==> src/ltssm_cfg.svh <==
`ifndef LTSSM_CFG_SVH
`define LTSSM_CFG_SVH

// highest generation the link may train to
`define LTSSM_MAX_GEN 3

// 0 downstream port, 1 upstream port
`define LTSSM_DEVICE_TYPE 0

// pipe data width in bits per generation, 8, 16 or 32
`define LTSSM_GEN1_PIPE_WIDTH 8
`define LTSSM_GEN2_PIPE_WIDTH 8
`define LTSSM_GEN3_PIPE_WIDTH 16
`define LTSSM_GEN4_PIPE_WIDTH 16
`define LTSSM_GEN5_PIPE_WIDTH 32

// substate encoding width
`define LTSSM_SUBSTATE_WIDTH 5

`endif

==> src/ltssmPkg.sv <==
`include "ltssm_cfg.svh"

package ltssmPkg;

    typedef enum logic [3:0] {
        lpifReset   = 4'd0,
        lpifActive  = 4'd1,
        lpifRetrain = 4'd11
    } lpifState_e;

    // codes 14 to 17 belong to the equalization phases, not used here
    typedef enum logic [`LTSSM_SUBSTATE_WIDTH-1:0] {
        detectQuiet                  = 0,
        detectActive                 = 1,
        pollingActive                = 2,
        pollingConfiguration         = 3,
        configurationLinkWidthStart  = 4,
        configurationLinkWidthAccept = 5,
        configurationLanenumWait     = 6,
        configurationLanenumAccept   = 7,
        configurationComplete        = 8,
        configurationIdle            = 9,
        L0                           = 10,
        recoveryRcvrLock             = 11,
        recoveryRcvrCfg              = 12,
        recoverySpeed                = 13,
        recoveryIdle                 = 18,
        recoverySpeedEieos           = 19,
        recoveryWait                 = 20
    } substate_e;

    typedef logic [2:0] gen_t;

    // one side finishing and the substate it asks for
    typedef struct packed {
        logic      finish;
        substate_e gotoState;
    } sideReport_t;

    typedef struct packed {
        logic       laneWr;
        logic [4:0] laneCount;
        logic       linkTxWr;
        logic [7:0] linkTx;
        logic       linkRxWr;
        logic [7:0] linkRx;
        logic       rateWr;
        logic [7:0] rateId;
        logic       upConfigureWr;
        logic       upConfigure;
    } paramWrite_t;

    typedef struct packed {
        logic [4:0] laneCount;
        logic [7:0] linkNumber;
        logic [7:0] rateId;
        logic       upConfigure;
    } linkParams_t;

    // width code 0, 1, 2 for 8, 16, 32 bits
    typedef struct packed {
        logic [1:0] widthCode;
        logic [4:0] pclkRate;
    } pipeCfg_t;

endpackage

==> src/linkParamRegs.sv <==
`timescale 1ns/10ps

module linkParamRegs
    import ltssmPkg::*;
(
    input  logic        clk,
    input  logic        reset,
    input  logic        forceDetect,
    input  paramWrite_t wr,
    output linkParams_t params
);

    always_ff @(posedge clk or negedge reset)
    begin
        if (!reset)
        begin
            params <= '0;
        end
        else if (forceDetect)
        begin
            params <= '0;
        end
        else
        begin
            if (wr.laneWr)
                params.laneCount <= wr.laneCount;

            // tx side owns the link number when both write together
            if (wr.linkTxWr)
                params.linkNumber <= wr.linkTx;
            else if (wr.linkRxWr)
                params.linkNumber <= wr.linkRx;

            if (wr.rateWr)
                params.rateId <= wr.rateId;

            if (wr.upConfigureWr)
                params.upConfigure <= wr.upConfigure;
        end
    end

endmodule

==> src/linkStateSequencer.sv <==
`timescale 1ns/10ps

module linkStateSequencer
    import ltssmPkg::*;
(
    input  logic        clk,
    input  logic        reset,
    input  logic        forceDetect,
    input  lpifState_e  lpifState,
    input  sideReport_t txReport,
    input  sideReport_t rxReport,
    output substate_e   substate,
    output logic        linkUp,
    output logic        startSend16
);

    `include "ltssm_cfg.svh"

    substate_e nextSubstate;
    logic      wasL0;
    logic      quietReq;
    logic      inTraining;

    function automatic logic reports(input sideReport_t r, input substate_e s);
        return r.finish && (r.gotoState == s);
    endfunction

    assign quietReq = reports(txReport, detectQuiet) || reports(rxReport, detectQuiet);
    assign inTraining = (substate >= detectActive) && (substate <= configurationIdle);

    always_comb
    begin
        nextSubstate = substate;
        case (lpifState)
            lpifReset:
            begin
                case (substate)
                    detectQuiet:
                        if (reports(rxReport, detectActive))
                            nextSubstate = detectActive;
                    detectActive:
                        if (reports(txReport, pollingActive) && reports(rxReport, pollingActive))
                            nextSubstate = pollingActive;
                    pollingActive:
                        if (reports(txReport, pollingConfiguration)
                            || reports(rxReport, pollingConfiguration))
                            nextSubstate = pollingConfiguration;
                    pollingConfiguration:
                        if (reports(txReport, configurationLinkWidthStart)
                            && reports(rxReport, configurationLinkWidthStart))
                            nextSubstate = configurationLinkWidthStart;
                    configurationLinkWidthStart:
                        if (reports(rxReport, configurationLinkWidthAccept))
                            nextSubstate = configurationLinkWidthAccept;
                    configurationLinkWidthAccept:
                    begin
                        // downstream waits on its tx side alone
                        if (reports(txReport, configurationLanenumWait)
                            && (`LTSSM_DEVICE_TYPE == 0
                                || reports(rxReport, configurationLanenumWait)))
                            nextSubstate = configurationLanenumWait;
                    end
                    configurationLanenumWait:
                        if (reports(rxReport, configurationLanenumAccept))
                            nextSubstate = configurationLanenumAccept;
                    configurationLanenumAccept:
                        if (reports(rxReport, configurationComplete))
                            nextSubstate = configurationComplete;
                    configurationComplete:
                        if (reports(txReport, configurationIdle)
                            && reports(rxReport, configurationIdle))
                            nextSubstate = configurationIdle;
                    configurationIdle:
                        if (reports(txReport, L0))
                            nextSubstate = L0;
                    L0:
                    begin
                        // first L0 cycle gives the lpif a chance to go active
                        if (wasL0)
                            nextSubstate = detectQuiet;
                    end
                    default:
                        nextSubstate = detectQuiet;
                endcase

                // forward moves win over a quiet request
                if (inTraining && (nextSubstate == substate) && quietReq)
                    nextSubstate = detectQuiet;
            end
            lpifRetrain:
            begin
                case (substate)
                    L0:
                        if (wasL0)
                            nextSubstate = recoveryRcvrLock;
                    recoveryRcvrLock:
                        if (reports(rxReport, recoveryRcvrCfg))
                            nextSubstate = recoveryRcvrCfg;
                    recoveryRcvrCfg:
                        if (reports(rxReport, recoverySpeed))
                            nextSubstate = recoverySpeed;
                        else if (reports(rxReport, recoveryIdle))
                            nextSubstate = recoveryIdle;
                    recoverySpeed:
                        if (reports(rxReport, recoveryWait))
                            nextSubstate = recoveryWait;
                    recoveryWait:
                        if (reports(txReport, recoverySpeedEieos))
                            nextSubstate = recoverySpeedEieos;
                    recoverySpeedEieos:
                        if (reports(rxReport, recoveryRcvrLock))
                            nextSubstate = recoveryRcvrLock;
                    recoveryIdle:
                        if (reports(txReport, L0) && reports(rxReport, L0))
                            nextSubstate = L0;
                    default:
                        nextSubstate = substate;
                endcase
            end
            default:
                nextSubstate = substate;
        endcase
    end

    always_ff @(posedge clk or negedge reset)
    begin
        if (!reset)
        begin
            substate    <= detectQuiet;
            wasL0       <= 1'b0;
            linkUp      <= 1'b0;
            startSend16 <= 1'b0;
        end
        else if (forceDetect)
        begin
            substate    <= detectQuiet;
            wasL0       <= 1'b0;
            linkUp      <= 1'b0;
            startSend16 <= 1'b0;
        end
        else
        begin
            substate <= nextSubstate;
            wasL0    <= (substate == L0);

            if (nextSubstate == detectQuiet)
                linkUp <= 1'b0;
            else if (nextSubstate == L0)
                linkUp <= 1'b1;

            if (nextSubstate == L0 || nextSubstate == detectQuiet)
                startSend16 <= 1'b0;
            else if (substate == configurationIdle && reports(rxReport, L0))
                startSend16 <= 1'b1;
        end
    end

endmodule

==> src/lpifStateMachine.sv <==
`timescale 1ns/10ps

module lpifStateMachine
    import ltssmPkg::*;
(
    input  logic        clk,
    input  logic        reset,
    input  logic        forceDetect,
    input  lpifState_e  lpifStateRequest,
    input  substate_e   substate,
    input  logic [7:0]  rateId,
    input  sideReport_t rxReport,
    output lpifState_e  lpifState,
    output lpifState_e  lpifStateStatus,
    output gen_t        gen,
    output gen_t        trainToGen,
    output logic        directedSpeedChange
);

    `include "ltssm_cfg.svh"

    lpifState_e nextState;
    gen_t       targetGen;
    logic       speedStart;
    logic       leftL0;

    // bit k of the rate id advertises generation k+1
    function automatic gen_t highestGen(input logic [7:0] rate);
        gen_t best;
        best = 3'd1;
        for (int k = 0; k < 5; k++)
        begin
            if (rate[k] && (k + 1) <= `LTSSM_MAX_GEN)
                best = gen_t'(k + 1);
        end
        return best;
    endfunction

    assign targetGen = highestGen(rateId);

    // upstream also waits for the partner to enter recovery
    assign speedStart = (lpifState == lpifActive) && (lpifStateRequest != lpifReset)
        && !directedSpeedChange && (targetGen > gen)
        && (`LTSSM_DEVICE_TYPE == 0
            || (rxReport.finish && rxReport.gotoState == recoveryRcvrLock));

    assign lpifStateStatus = lpifState;

    always_comb
    begin
        nextState = lpifState;
        case (lpifState)
            lpifReset:
                if (substate == L0 && lpifStateRequest == lpifActive)
                    nextState = lpifActive;
            lpifActive:
                if (lpifStateRequest == lpifReset)
                    nextState = lpifReset;
                else if (lpifStateRequest == lpifRetrain || speedStart)
                    nextState = lpifRetrain;
            lpifRetrain:
                if (substate == L0 && leftL0)
                    nextState = lpifActive;
            default:
                nextState = lpifReset;
        endcase
    end

    always_ff @(posedge clk or negedge reset)
    begin
        if (!reset)
        begin
            lpifState <= lpifReset;
            leftL0    <= 1'b0;
        end
        else if (forceDetect)
        begin
            lpifState <= lpifReset;
            leftL0    <= 1'b0;
        end
        else
        begin
            lpifState <= nextState;
            // retrain ends only once recovery has moved off L0
            leftL0    <= (lpifState == lpifRetrain) && (leftL0 || substate != L0);
        end
    end

    always_ff @(posedge clk or negedge reset)
    begin
        if (!reset)
        begin
            gen                 <= 3'd1;
            trainToGen          <= 3'd1;
            directedSpeedChange <= 1'b0;
        end
        else if (forceDetect || lpifState == lpifReset)
        begin
            gen                 <= 3'd1;
            trainToGen          <= 3'd1;
            directedSpeedChange <= 1'b0;
        end
        else if (speedStart)
        begin
            trainToGen          <= targetGen;
            directedSpeedChange <= 1'b1;
        end
        else if (substate == recoverySpeedEieos)
        begin
            gen                 <= trainToGen;
            directedSpeedChange <= 1'b0;
        end
    end

endmodule

==> src/mainLtssm.sv <==
`timescale 1ns/10ps

module mainLtssm
    import ltssmPkg::*;
(
    input  logic        clk,
    input  logic        reset,
    input  logic        forceDetect,
    input  lpifState_e  lpifStateRequest,
    input  sideReport_t txReport,
    input  sideReport_t rxReport,
    input  paramWrite_t paramWr,
    output linkParams_t params,
    output lpifState_e  lpifStateStatus,
    output substate_e   substate,
    output gen_t        gen,
    output gen_t        trainToGen,
    output logic        directedSpeedChange,
    output logic        linkUp,
    output logic        startSend16,
    output pipeCfg_t    pipeCfg
);

    lpifState_e lpifState;

    linkParamRegs u_linkParamRegs (
        .clk         (clk),
        .reset       (reset),
        .forceDetect (forceDetect),
        .wr          (paramWr),
        .params      (params)
    );

    linkStateSequencer u_linkStateSequencer (
        .clk         (clk),
        .reset       (reset),
        .forceDetect (forceDetect),
        .lpifState   (lpifState),
        .txReport    (txReport),
        .rxReport    (rxReport),
        .substate    (substate),
        .linkUp      (linkUp),
        .startSend16 (startSend16)
    );

    lpifStateMachine u_lpifStateMachine (
        .clk                 (clk),
        .reset               (reset),
        .forceDetect         (forceDetect),
        .lpifStateRequest    (lpifStateRequest),
        .substate            (substate),
        .rateId              (params.rateId),
        .rxReport            (rxReport),
        .lpifState           (lpifState),
        .lpifStateStatus     (lpifStateStatus),
        .gen                 (gen),
        .trainToGen          (trainToGen),
        .directedSpeedChange (directedSpeedChange)
    );

    pipeRateMap u_pipeRateMap (
        .clk         (clk),
        .reset       (reset),
        .forceDetect (forceDetect),
        .gen         (gen),
        .pipeCfg     (pipeCfg)
    );

endmodule

==> src/pipeRateMap.sv <==
`timescale 1ns/10ps

module pipeRateMap
    import ltssmPkg::*;
(
    input  logic     clk,
    input  logic     reset,
    input  logic     forceDetect,
    input  gen_t     gen,
    output pipeCfg_t pipeCfg
);

    `include "ltssm_cfg.svh"

    function automatic logic [1:0] codeForWidth(input int bits);
        case (bits)
            16:      return 2'd1;
            32:      return 2'd2;
            default: return 2'd0;
        endcase
    endfunction

    // pclk halves for every doubling of the pipe width
    function automatic pipeCfg_t mapGen(input gen_t g);
        int       bits;
        pipeCfg_t cfg;
        case (g)
            3'd2:    bits = `LTSSM_GEN2_PIPE_WIDTH;
            3'd3:    bits = `LTSSM_GEN3_PIPE_WIDTH;
            3'd4:    bits = `LTSSM_GEN4_PIPE_WIDTH;
            3'd5:    bits = `LTSSM_GEN5_PIPE_WIDTH;
            default: bits = `LTSSM_GEN1_PIPE_WIDTH;
        endcase
        cfg.widthCode = codeForWidth(bits);
        cfg.pclkRate  = {2'b00, g} + 5'd1 - {3'b000, cfg.widthCode};
        return cfg;
    endfunction

    always_ff @(posedge clk or negedge reset)
    begin
        if (!reset)
            pipeCfg <= mapGen(3'd1);
        else if (forceDetect)
            pipeCfg <= mapGen(3'd1);
        else
            pipeCfg <= mapGen(gen);
    end

endmodule

==> config.mk <==
export PLATFORM = sky130hd
export DESIGN_NAME = mainLtssm
export DESIGN_NICKNAME = d
export VERILOG_FILES = /design/src/ltssmPkg.sv /design/src/linkParamRegs.sv /design/src/linkStateSequencer.sv /design/src/lpifStateMachine.sv /design/src/mainLtssm.sv /design/src/pipeRateMap.sv
export VERILOG_INCLUDE_DIRS = /design/src
export SDC_FILE = /design/constraint.sdc
export NUM_CORES = 1
export LEC_CHECK = 0
export ABC_AREA = 1
export BUFFER_PORTS_ARGS = -buffer_cell sky130_fd_sc_hd__buf_2
export CAP_MARGIN = 20
export CORE_MARGIN = 4
export CORE_UTILIZATION = 46
export CTS_BUF_LIST = sky130_fd_sc_hd__clkbuf_8 sky130_fd_sc_hd__clkbuf_16
export CTS_CLUSTER_SIZE = 25
export DETAILED_ROUTE_END_ITERATION = 10
export GPL_TIMING_DRIVEN = 0
export PLACE_DENSITY = 0.74
export SLEW_MARGIN = 40
export SYNTH_ARGS = -nofsm -noshare
export SYNTH_HDL_FRONTEND = slang
export SYNTH_SLANG_ARGS = --single-unit
==> constraint.sdc <==
create_clock -name clk -period 2 [get_ports clk]
set_input_delay 0 -clock clk [delete_from_list [all_inputs] [get_ports clk]]
set_output_delay 0 -clock clk [all_outputs]
set_load 0.01 [all_outputs]
# Yosys cells after proc, flatten, opt, wreduce, memory -nomap -nowiden
# Index checks and enable logic that the tools add are counted.
# Widths: inputs -> output; s select.
[totals]
output_inout_bits = 47
word_cells = 196
regBits = 49
[classes]
reduce_logical = 63
n_eq_ne = 53
order_cmp = 3
muxes = 60
addsub = 2
[ops]
columns = ["operator", "count"]
rows = [
  ["$mux 5", 23],
  ["$eq 5x4->1 const B", 15],
  ["$pmux 5 s11", 1],
  ["$eq 5x3->1 const B", 9],
  ["$logic_and 1x1->1", 37],
  ["$pmux 5 s7", 1],
  ["$eq 32x5->1 const B", 1],
  ["$eq 32x6->1 const B", 1],
  ["$mux 32", 1],
  ["$eq 5x2->1 const B", 6],
  ["$eq 5x5->1 const B", 6],
  ["$mux 8", 3],
  ["$mux 22", 1],
  ["$logic_not 5->1", 4],
  ["$mux 4", 5],
  ["$mux 3", 6],
  ["$mux 1", 12],
  ["$pmux 4 s3", 1],
  ["$pmux 6 s2", 1],
  ["$reduce_bool 3->1", 4],
  ["$eq 5x1->1 const B", 2],
  ["$pmux 5 s2", 1],
  ["$reduce_bool 2->1", 5],
  ["$eq 4x1->1 const B", 2],
  ["23 further kinds", 33],
]

# Logic depth before layout (Yosys ltp)
# Gate-level depths: netlist of run 1.
[logic_depth]
ltp_word = 15
ltp_mapped = 20
ltp_nobuf = 20

# Hierarchy
# A second synthesis of run 1 with hierarchy kept.
[hier_totals]
cells_unflattened = 503
area_unflattened_um2 = 3482.1
[modules_own_cells]
columns = ["module", "instances", "cells_per_inst", "area_per_inst_um2"]
rows = [
  ["linkStateSequencer", 1, 245, 1348.8],
  ["linkParamRegs", 1, 124, 1058.5],
  ["lpifStateMachine", 1, 100, 733.2],
  ["pipeRateMap", 1, 34, 341.6],
]

# Worst setup path after synthesis of run 1
# Ideal clock, no wire load.
[synth_timing]
kind = "reg-to-reg"
from = "register u_linkStateSequencer.substate[0]"
to = "register u_linkStateSequencer.linkUp"
slack_ns = 0.106
required_time_ns = 1.879
period_less_slack_ns = 1.894
path_buffers = 1
path_stages_with_launch = 15
arrival_ns = 1.773
path_cell_list = "dfrtp_1 > buf_6 > nor2_1 > inv_1 > nor2_2 > inv_1 > nand3_2 > nor3b_1 > nor2_1 > nor2_1 > nand2_1 > nand2_1 > nand3_1 > o21bai_1 > a21oi_1"
[synth_between]
elab_chain_cells = 11
elab_cells_between_ends = 52
cone_classes = "order compare (2); eq/ne (18); mux (26); reduce/logical (6)"
[synth_rtl]
columns = ["element", "line_no", "text"]
rows = [
  ["start, declared", "linkStateSequencer.sv:12", "output substate_e substate,"],
  ["start signal, assigned", "linkStateSequencer.sv:129", "substate <= detectQuiet;"],
  ["start signal, assigned", "linkStateSequencer.sv:136", "substate <= detectQuiet;"],
  ["start signal, assigned", "linkStateSequencer.sv:143", "substate <= nextSubstate;"],
  ["$eq 5x4->1, or another cell as far along", "linkStateSequencer.sv:37, linkStateSequencer.sv:92", ""],
  ["$pmux 5 s11", "linkStateSequencer.sv:37", "case (substate)"],
  ["$mux 5", "linkStateSequencer.sv:34", "case (lpifState)"],
  ["$eq 5x5->1", "linkStateSequencer.sv:87", "if (inTraining && (nextSubstate == substate) && quietReq)"],
  ["$logic_and 1x1->1 (2 in a row)", "linkStateSequencer.sv:87", ""],
  ["$mux 5", "linkStateSequencer.sv:87", ""],
  ["$pmux 5 s2 *", "linkStateSequencer.sv:34", ""],
  ["$logic_not 5->1", "linkStateSequencer.sv:146", "if (nextSubstate == detectQuiet)"],
  ["$mux 1", "linkStateSequencer.sv:146", ""],
  ["$mux 1", "linkStateSequencer.sv:134", "else if (forceDetect)"],
  ["end signal, assigned", "linkStateSequencer.sv:138", "linkUp <= 1'b0;"],
  ["end signal, assigned", "linkStateSequencer.sv:147", "linkUp <= 1'b0;"],
  ["end signal, assigned", "linkStateSequencer.sv:149", "linkUp <= 1'b1;"],
  ["end, declared", "linkStateSequencer.sv:13", "output logic linkUp,"],
]
# Every way passes the cells marked *; elsewhere a longest branch is shown, timed or not. The select of a mux whose other input is x is not followed.
# A chain may end at the register's enable or synchronous reset.

# Final worst setup path of run 1
[layout_timing]
from = "register u_linkStateSequencer.substate[1]"
to = "register u_linkStateSequencer.startSend16"
[layout_between]
elab_chain_cells = 12
elab_cells_between_ends = 54
cone_classes = "order compare (2); eq/ne (18); mux (26); reduce/logical (8)"
[layout_rtl]
columns = ["element", "line_no", "text"]
rows = [
  ["$eq 5x4->1, or another cell as far along", "linkStateSequencer.sv:37, linkStateSequencer.sv:92", ""],
  ["$pmux 5 s11", "linkStateSequencer.sv:37", ""],
  ["$mux 5", "linkStateSequencer.sv:34", ""],
  ["$eq 5x5->1", "linkStateSequencer.sv:87", ""],
  ["$logic_and 1x1->1 (2 in a row)", "linkStateSequencer.sv:87", ""],
  ["$mux 5", "linkStateSequencer.sv:87", ""],
  ["$pmux 5 s2", "linkStateSequencer.sv:34", ""],
  ["$eq 5x4->1 or $logic_not 5->1 (tied branches)", "linkStateSequencer.sv:151", "if (nextSubstate == L0 || nextSubstate == detectQuiet)"],
  ["$logic_or 1x1->1", "linkStateSequencer.sv:151", ""],
  ["$mux 1", "linkStateSequencer.sv:151", ""],
  ["$mux 1", "linkStateSequencer.sv:134", ""],
  ["end signal, assigned", "linkStateSequencer.sv:139", "startSend16 <= 1'b0;"],
  ["end signal, assigned", "linkStateSequencer.sv:152", "startSend16 <= 1'b0;"],
  ["end signal, assigned", "linkStateSequencer.sv:154", "startSend16 <= 1'b1;"],
  ["end, declared", "linkStateSequencer.sv:14", "output logic startSend16"],
]
# Several ways; a longest one is shown, not always the timed one. The select of a mux whose other input is x is not followed.

==> metrics.md, run 1 <==
| Metric | Value |
|---|---|
| Outcome | `finished, violations left` |
| Failing checks | `negative setup slack` |
| Slowest cell on crit path | `dfrtp_1` |
| Min-delay src | `paramWr[24]` |
| All-Layer GR Usage | `23.3%` |
| Top cell type's share of synthesized area | `34.4%` |
| Area of the core | `approximately 0.0063 mm^2` |
| Yosys reg bits | `44` |
| Buffers added on ports | `93` |
| Mapped Area | `between 0.002 and 0.003 mm^2` |
| Register area share after synthesis | `a little under two fifths` |
| Syn avg cell area | `6.89 um^2` |
| Class of the worst hold path | `primary input to flip-flop` |
| Place WS | `-0.155 ns` |
| Top Ports | `slightly above 100` |
| Area leader, netlist | `dfrtp_1` |
| Power Total | `3.85 mW` |
| Min Tclk post-route | `2.14 ns` |
| Setup TNS | `-0.263 ns` |
| Most common cell in the netlist | `nor2_1` |
| H-tree Lvls | `2` |
| Number of cell rows | `29` |
| Critical path type | `flip-flop to flip-flop` |
| FILL cells | `546` |
| Max Buffers Root-to-Sink | `2` |
| Post-synth EDFFs | `0` |
| Antenna violations before repair | `0` |
| Synthesis-to-finish area growth | `39.9%` |
| Pre-antenna DRT Iters | `4` |
| Largest fanout on the critical path | `8` |
| Slowest cell delay on critical path | `about 0.37 ns` |
| CP Cell Sequence | `buf_4 > inv_6 > nand2_8 > buf_4 > nor2_1 > o21a_1 > nor2_4 > nand2_1 > nand2_1 > nand3_2 > nand2_1 > nand2_1 > nand2_2 > nand2_2 > inv_2 > nand3_2 > nand3_2 > nor2_2` |
| Total CTS buffers | `5` |
| Synthesized instance count | `433` |
| Pleak | `2.19 nW` |
| Largest net degree at the start of global routing | `45` |
| DIE HEIGHT | `88.6 um` |
| Hold path cells | `3` |
| Crit start category | `flip-flop` |
| TritonCTS clock tree | `done` |
| Footprint of the multi-input gates | `about 0.0017 mm^2` |
| Fmax | `0.468 GHz` |
| Required time of the critical path | `2.24 ns` |
| Root Driver | `clkbuf_8` |
| Nets | `between 600 and 700` |
| Worst-path clk slew | `roughly 0.090 ns` |
| Final instance area | `0.00418 mm^2` |
| Area contributors post-synth | `dfrtp_1 34%, nor2_1 9.3%, nand3_1 8.9%, nand2_1 8.4%, inv_1 7.7%` |
| Max-cap violations | `0` |
| Drt total wl | `8790 um` |
| Final worst slack | `-0.135 ns` |
| Clk_skew | `0.00845 ns` |
| Die area | `0.00784 mm^2` |
| Ys Warns | `0` |
| GP Congestion | `0.924` |
| Cell variety after synth | `40` |
| Worst slew margin | `62.7%` |
| Top cells by count, synth | `74 x nor2_1, 67 x nand2_1, 61 x inv_1, 53 x nand3_1, 41 x dfrtp_1` |
| Crit path capture type | `flip-flop` |
| Post-synth top flop | `dfrtp_1` |
| WHS Endpoint | `u_linkParamRegs.params[13]$_DFFE_PN0P_` |
| Worst IR Drop VDD | `0.559 mV` |
| Via density | `5.15` |
| Remaining routing DRC violations | `0` |
| R2R Path Start | `u_linkStateSequencer.substate[1]$_DFF_PN0_` |
| # setup viols final | `2` |
| Cell area after placement | `0.00357 mm^2` |
| Clk Latency, worst-skew pair | `0.30 ns` |
| Slew Limit Fails | `0` |
| Post-route ant nets | `0` |
| Initial Util | `47.3%` |
| R2R setup slack | `-0.14 ns` |
| Gr ovfl total | `0` |
| First-pass GRT wire length | `about 15,000 um` |
| Synth async-reset ratio | `100%` |
| Routed WL per cell | `13.5 um` |
| Hold Vio Cnt, Final | `0` |
| CTS Sinks | `44` |
| Worst-Margin Slew | `0.556 ns` |
| Worst r2r path cells | `18` |
| Most common cell on crit path | `nand2_1` |
| Die W | `88.6 um` |
| DP Wirelength | `6220 um` |
| Via count | `3,364` |
| Period utilisation layout | `107%` |
| FF/Latch Area | `approximately 0.0011 mm^2` |
| CP arrival | `between 2 and 2.5 ns` |
| ANT cells | `0` |
| Pwr per Cell Area | `922 mW/mm^2` |
| Vias in the first global route | `3,262` |
| DR iter-0 viols | `230` |
| RSZ-0062 raised after global routing | `yes` |
| Worst r2r dst | `u_linkStateSequencer.startSend16$_DFFE_PN0P_` |
| Share of cells above drive strength 1 | `~32%` |
per-layer routing:
layer	part of all wire (%)	GRT usage (%)
met1	42	29.3
met2	50	39.9
met3	6.3	3.82
met4	2.3	9.48
met5	0	0
how the worst max path moves through the flow:
stage / slack, ns / cells after the start / from / to
after floorplan: 0.11 / 14 / u_linkStateSequencer.substate[0]$_DFF_PN0_ / u_linkStateSequencer.linkUp$_DFFE_PN0P_
after global placement: -0.09 / 17 / u_linkStateSequencer.substate[2]$_DFF_PN0_ / u_linkStateSequencer.linkUp$_DFFE_PN0P_
after CTS: -0.007 / 14 / u_linkStateSequencer.substate[4]$_DFF_PN0_ / u_linkStateSequencer.linkUp$_DFFE_PN0P_
after global routing: -0.32 / 20 / u_linkStateSequencer.substate[0]$_DFF_PN0_ / u_linkStateSequencer.startSend16$_DFFE_PN0P_
after detailed placement: -0.16 / 17 / u_linkStateSequencer.substate[2]$_DFF_PN0_ / u_linkStateSequencer.linkUp$_DFFE_PN0P_
final: -0.14 / 18 / u_linkStateSequencer.substate[1]$_DFF_PN0_ / u_linkStateSequencer.startSend16$_DFFE_PN0P_
cells in the final DEF, fill, tap and decap left out, drive strengths merged, types with 3 or more instances in the layout:
master and n:
o31ai 9, nor2 84, a21oi 13, dfrtp 41
nor3 6, inv 68, buf 117, o21ai 32
nand4 5, nand3 56, clkbuf 12, or2 3
nand2 73, dfstp 3, dlygate4sd3 22, conb 7
ha 6
state kept, by name, summed over array words and instances, names as in the netlist:
signal and flops:
u_linkStateSequencer.linkUp 1, u_pipeRateMap.pipeCfg 6, u_lpifStateMachine.trainToGen 2, u_lpifStateMachine.gen 2, u_lpifStateMachine.lpifState 2, u_linkStateSequencer.wasL0 1
u_lpifStateMachine.leftL0 1, u_linkStateSequencer.startSend16 1, u_lpifStateMachine.directedSpeedChange 1, u_linkParamRegs.params 22, u_linkStateSequencer.substate 5
cell families (layout without fill, tap and decap cells):
group / count (synthesis) / in the layout / share of synthesized area, %
buffers and inverters: 85 / 222 / 12.2
and+or+nand+nor: 230 / 230 / 34.9
DFF: 44 / 44 / 37.0
other: 1 / 7 / 0.126
adders and majority gates: 6 / 6 / 2.51
AOI/OAI and AO/OA: 67 / 67 / 13.3
worst max-delay path, delay by kind of cell, from the launching register on:
kind                   cells  cell delay [ns]
AO/OA/AOI/OAI              1             0.18
buffers and inverters      4             0.47
flip-flops                 1             0.37
AND/OR/NAND/NOR           13             1.06
final cells by class:
type	instances	area share [%]
Buffer	16	2.46
Tap cell	77	2.31
Inverter	69	6.68
Multi-Input combinational cell	310	40.4
Timing Repair Buffer	129	19.4
Clock buffer	6	1.98
Clock inverter	2	0.270
Sequential cell	44	26.5
power by group:
group          switching [mW]  total [mW]  internal (mW)  leakage, nW
sequential              0.105        1.09          0.989        0.572
clock                   0.304       0.580          0.276       0.0486
combinational            1.32        2.18          0.860         1.57
total                    1.73        3.85           2.13         2.19
metrics by stage:
stage                     std cells  hold slack, ns  util (%)
after floorplan                 439          -0.296         -
after global placement          609           0.184      56.5
after detailed placement        609          0.0254      56.6
after CTS                       652       0.0000755      65.3
after global routing            653          0.0103      66.2
final                           653          0.0135      66.2
timing repair:
item	in CTS	in global routing
hold endpoints to repair	60	0
setup buffers	13	1
hold buffers	22	0
pin swaps	4	16
setup endpoints to repair	2	8
gates resized for setup	40	13
Note: power is estimated with default switching activity, not from simulation.
==> inputs of run 2 (changes only) <==
--- a/config.mk
+++ b/config.mk
@@ -11,7 +11,6 @@
 export CAP_MARGIN = 20
 export CORE_MARGIN = 4
 export CORE_UTILIZATION = 46
-export CTS_BUF_LIST = sky130_fd_sc_hd__clkbuf_8 sky130_fd_sc_hd__clkbuf_16
 export CTS_CLUSTER_SIZE = 25
 export DETAILED_ROUTE_END_ITERATION = 10
 export GPL_TIMING_DRIVEN = 0
==> metrics.md, run 2 (same netlist as run 1, synthesis figures left out) <==
| Metric | Value |
|---|---|
| Outcome | `finished, violations left` |
| Failing checks | `negative setup slack` |
| Top Ports | `101 (unchanged)` |
| FILL cells | `546 (unchanged)` |
| Slew Limit Fails | `0 (unchanged)` |
| Place WS | `-0.155 ns (unchanged)` |
| Highest metal used | `met4` |
| Vias in the first global route | `3,262 (unchanged)` |
| Routed WL per cell | `13.5 um (about the same)` |
| Register with the most flip-flops | `u_linkParamRegs.params` |
| Die W | `88.6 um (unchanged)` |
| Clk Latency, worst-skew pair | `0.30 ns (about the same)` |
| Initial Util | `47.3% (unchanged)` |
| Post-route ant nets | `0 (unchanged)` |
| # setup viols final | `2 (unchanged)` |
| Cell area after placement | `0.00357 mm^2 (unchanged)` |
| H-tree Lvls | `2 (unchanged)` |
| Antenna violations before repair | `0 (unchanged)` |
| Fin cells | `653 (unchanged)` |
| Pre-antenna DRT Iters | `4 (unchanged)` |
| DR iter-0 viols | `230 (unchanged)` |
| Fmax | `0.468 GHz (about the same)` |
| Most frequent cells in the layout | `93 x buf_2, 65 x nor2_1, 61 x nand2_1` |
| Setup TNS | `-0.264 ns (-0.000454 ns)` |
| First-pass GRT wire length | `14,500 um (unchanged)` |
| Final worst slack | `-0.136 ns (-0.000635 ns)` |
| CP arrival | `2.38 ns (about the same)` |
| Buffers added on ports | `93 (unchanged)` |
| Hold Vio Cnt, Final | `0 (unchanged)` |
| Class of the worst hold path | `primary input to flip-flop` |
| Pwr per Cell Area | `923 mW/mm^2 (+0.12%)` |
| Worst IR Drop VDD | `0.559 mV (about the same)` |
| Largest fanout on the critical path | `8 (unchanged)` |
| Pleak | `2.19 nW (-0.19%)` |
| RSZ-0062 raised after global routing | `yes` |
| Clk_skew | `0.00843 ns (-0.0000174 ns)` |
| Most common cell after layout, fill and taps aside | `buf_2` |
| Area of the core | `0.00631 mm^2 (unchanged)` |
| Worst slew margin | `62.6% (about the same)` |
| DIE HEIGHT | `88.6 um (unchanged)` |
| Drt total wl | `8790 um (about the same)` |
| Metal2 WL | `4370 um (unchanged)` |
| Root Driver | `clkbuf_8` |
| Routed wire length on met3 | `546 um (-0.91%)` |
| Via density | `5.15 (about the same)` |
| Crit start category | `flip-flop` |
| Max Buffers Root-to-Sink | `2 (unchanged)` |
| Top flop regs | `u_linkParamRegs.params x22, u_pipeRateMap.pipeCfg x6, u_linkStateSequencer.substate x5` |
| All-Layer GR Usage | `23.3% (unchanged)` |
| Largest net degree at the start of global routing | `45 (unchanged)` |
| R2R Path Start | `u_linkStateSequencer.substate[1]$_DFF_PN0_` |
| Die area | `0.00784 mm^2 (unchanged)` |
| Crit path from | `u_linkStateSequencer.substate[1]$_DFF_PN0_` |
| DP Wirelength | `6220 um (unchanged)` |
| Routed length on met1 | `3670 um (+0.16%)` |
| CTS Sinks | `44 (unchanged)` |
| Crit path capture type | `flip-flop` |
| Final instance area | `0.00418 mm^2 (unchanged)` |
| Min Tclk post-route | `2.14 ns (+0.000635 ns)` |
| Remaining routing DRC violations | `0 (unchanged)` |
| Total CTS buffers | `5 (unchanged)` |
| Required time of the critical path | `2.24 ns (about the same)` |
| Max FFs per register | `22 (unchanged)` |
| Worst-Margin Slew | `0.557 ns (+0.000632 ns)` |
| Critical path type | `flip-flop to flip-flop` |
| GP Congestion | `0.924 (unchanged)` |
| Via count | `3,363 (-0.030%)` |
| Post-Place Cells | `609 (unchanged)` |
| Period utilisation layout | `107% (about the same)` |
| Min-delay src | `paramWr[24]` |
| Gr ovfl total | `0 (unchanged)` |
| Share of cells above drive strength 1 | `32.3% (unchanged)` |
| TritonCTS clock tree | `done` |
| Synthesis-to-finish area growth | `39.9% (unchanged)` |
| Number of cell rows | `29 (unchanged)` |
| Worst-path clk slew | `0.09 ns (about the same)` |
| Power Total | `3.86 mW (+0.12%)` |
| Max-cap violations | `0 (unchanged)` |
| ANT cells | `0 (unchanged)` |
| Nets | `635 (unchanged)` |
-- run 2: area by class of cell --
class	count	area [um^2]	area share, %
inverters	69	279	6.68
clock inverters	1	7.51	0.180
well taps	77	96.3	2.31
multi-input cells	310	1690	40.4
clock buffers	7	86.3	2.07
plain buffers	16	103	2.46
flip-flops and latches	44	1110	26.5
repair buffers	129	810	19.4
-- run 2: worst paths after layout --
kind	slack, ns	cells past startpoint	endpoint
setup / recovery	-0.14	18	u_linkStateSequencer.startSend16$_DFFE_PN0P_
hold / removal	0.01	3	u_linkParamRegs.params[13]$_DFFE_PN0P_
setup reg to reg	-0.14	18	u_linkStateSequencer.startSend16$_DFFE_PN0P_
hold reg to reg	0.52	2	u_lpifStateMachine.leftL0$_DFF_PN0_
max in group asynchronous	1.33	2	u_linkStateSequencer.substate[2]$_DFF_PN0_
min in group asynchronous	0.25	2	u_lpifStateMachine.lpifState[1]$_DFFE_PN0P_
-- run 2: per-stage QoR --
step	utilization [%]	hold slack (ns)
4_1_cts	65.3	0.0000755
2_1_floorplan	-	-0.296
5_1_grt	66.2	0.0103
3_5_place_dp	56.6	0.0254
3_3_place_gp	56.5	0.184
6_report	66.2	0.0134
-- run 2: routing by layer --
layer,track usage [%],up-vias
met5,0,-
met4,9.48,0
met3,3.82,21
met2,39.9,132
met1,29.3,1531
li1,-,1679
-- run 2: what timing repair did --
action | in CTS | in global routing
resized for setup | 40 | 13
hold endpoints to repair | 60 | 0
setup endpoints to repair | 2 | 8
pin swaps | 4 | 16
hold buffers | 22 | 0
setup buffers | 13 | 1
-- run 2: power by group --
part | total [mW] | switching (mW) | internal [mW]
logic | 2.18 | 1.32 | 0.860
clock network | 0.585 | 0.304 | 0.281
registers | 1.09 | 0.105 | 0.989
-- run 2: critical path, cell delays in order (launching register included) --
cell     delay (ns)
dfrtp_1        0.37
buf_4          0.19
inv_6          0.11
nand2_8        0.07
buf_4          0.13
nor2_1         0.15
o21a_1         0.18
nor2_4         0.05
nand2_1        0.07
nand2_1        0.07
nand3_2        0.08
nand2_1        0.07
nand2_1        0.09
nand2_2        0.07
nand2_2        0.09
inv_2          0.04
nand3_2        0.07
nand3_2        0.07
nor2_2         0.10
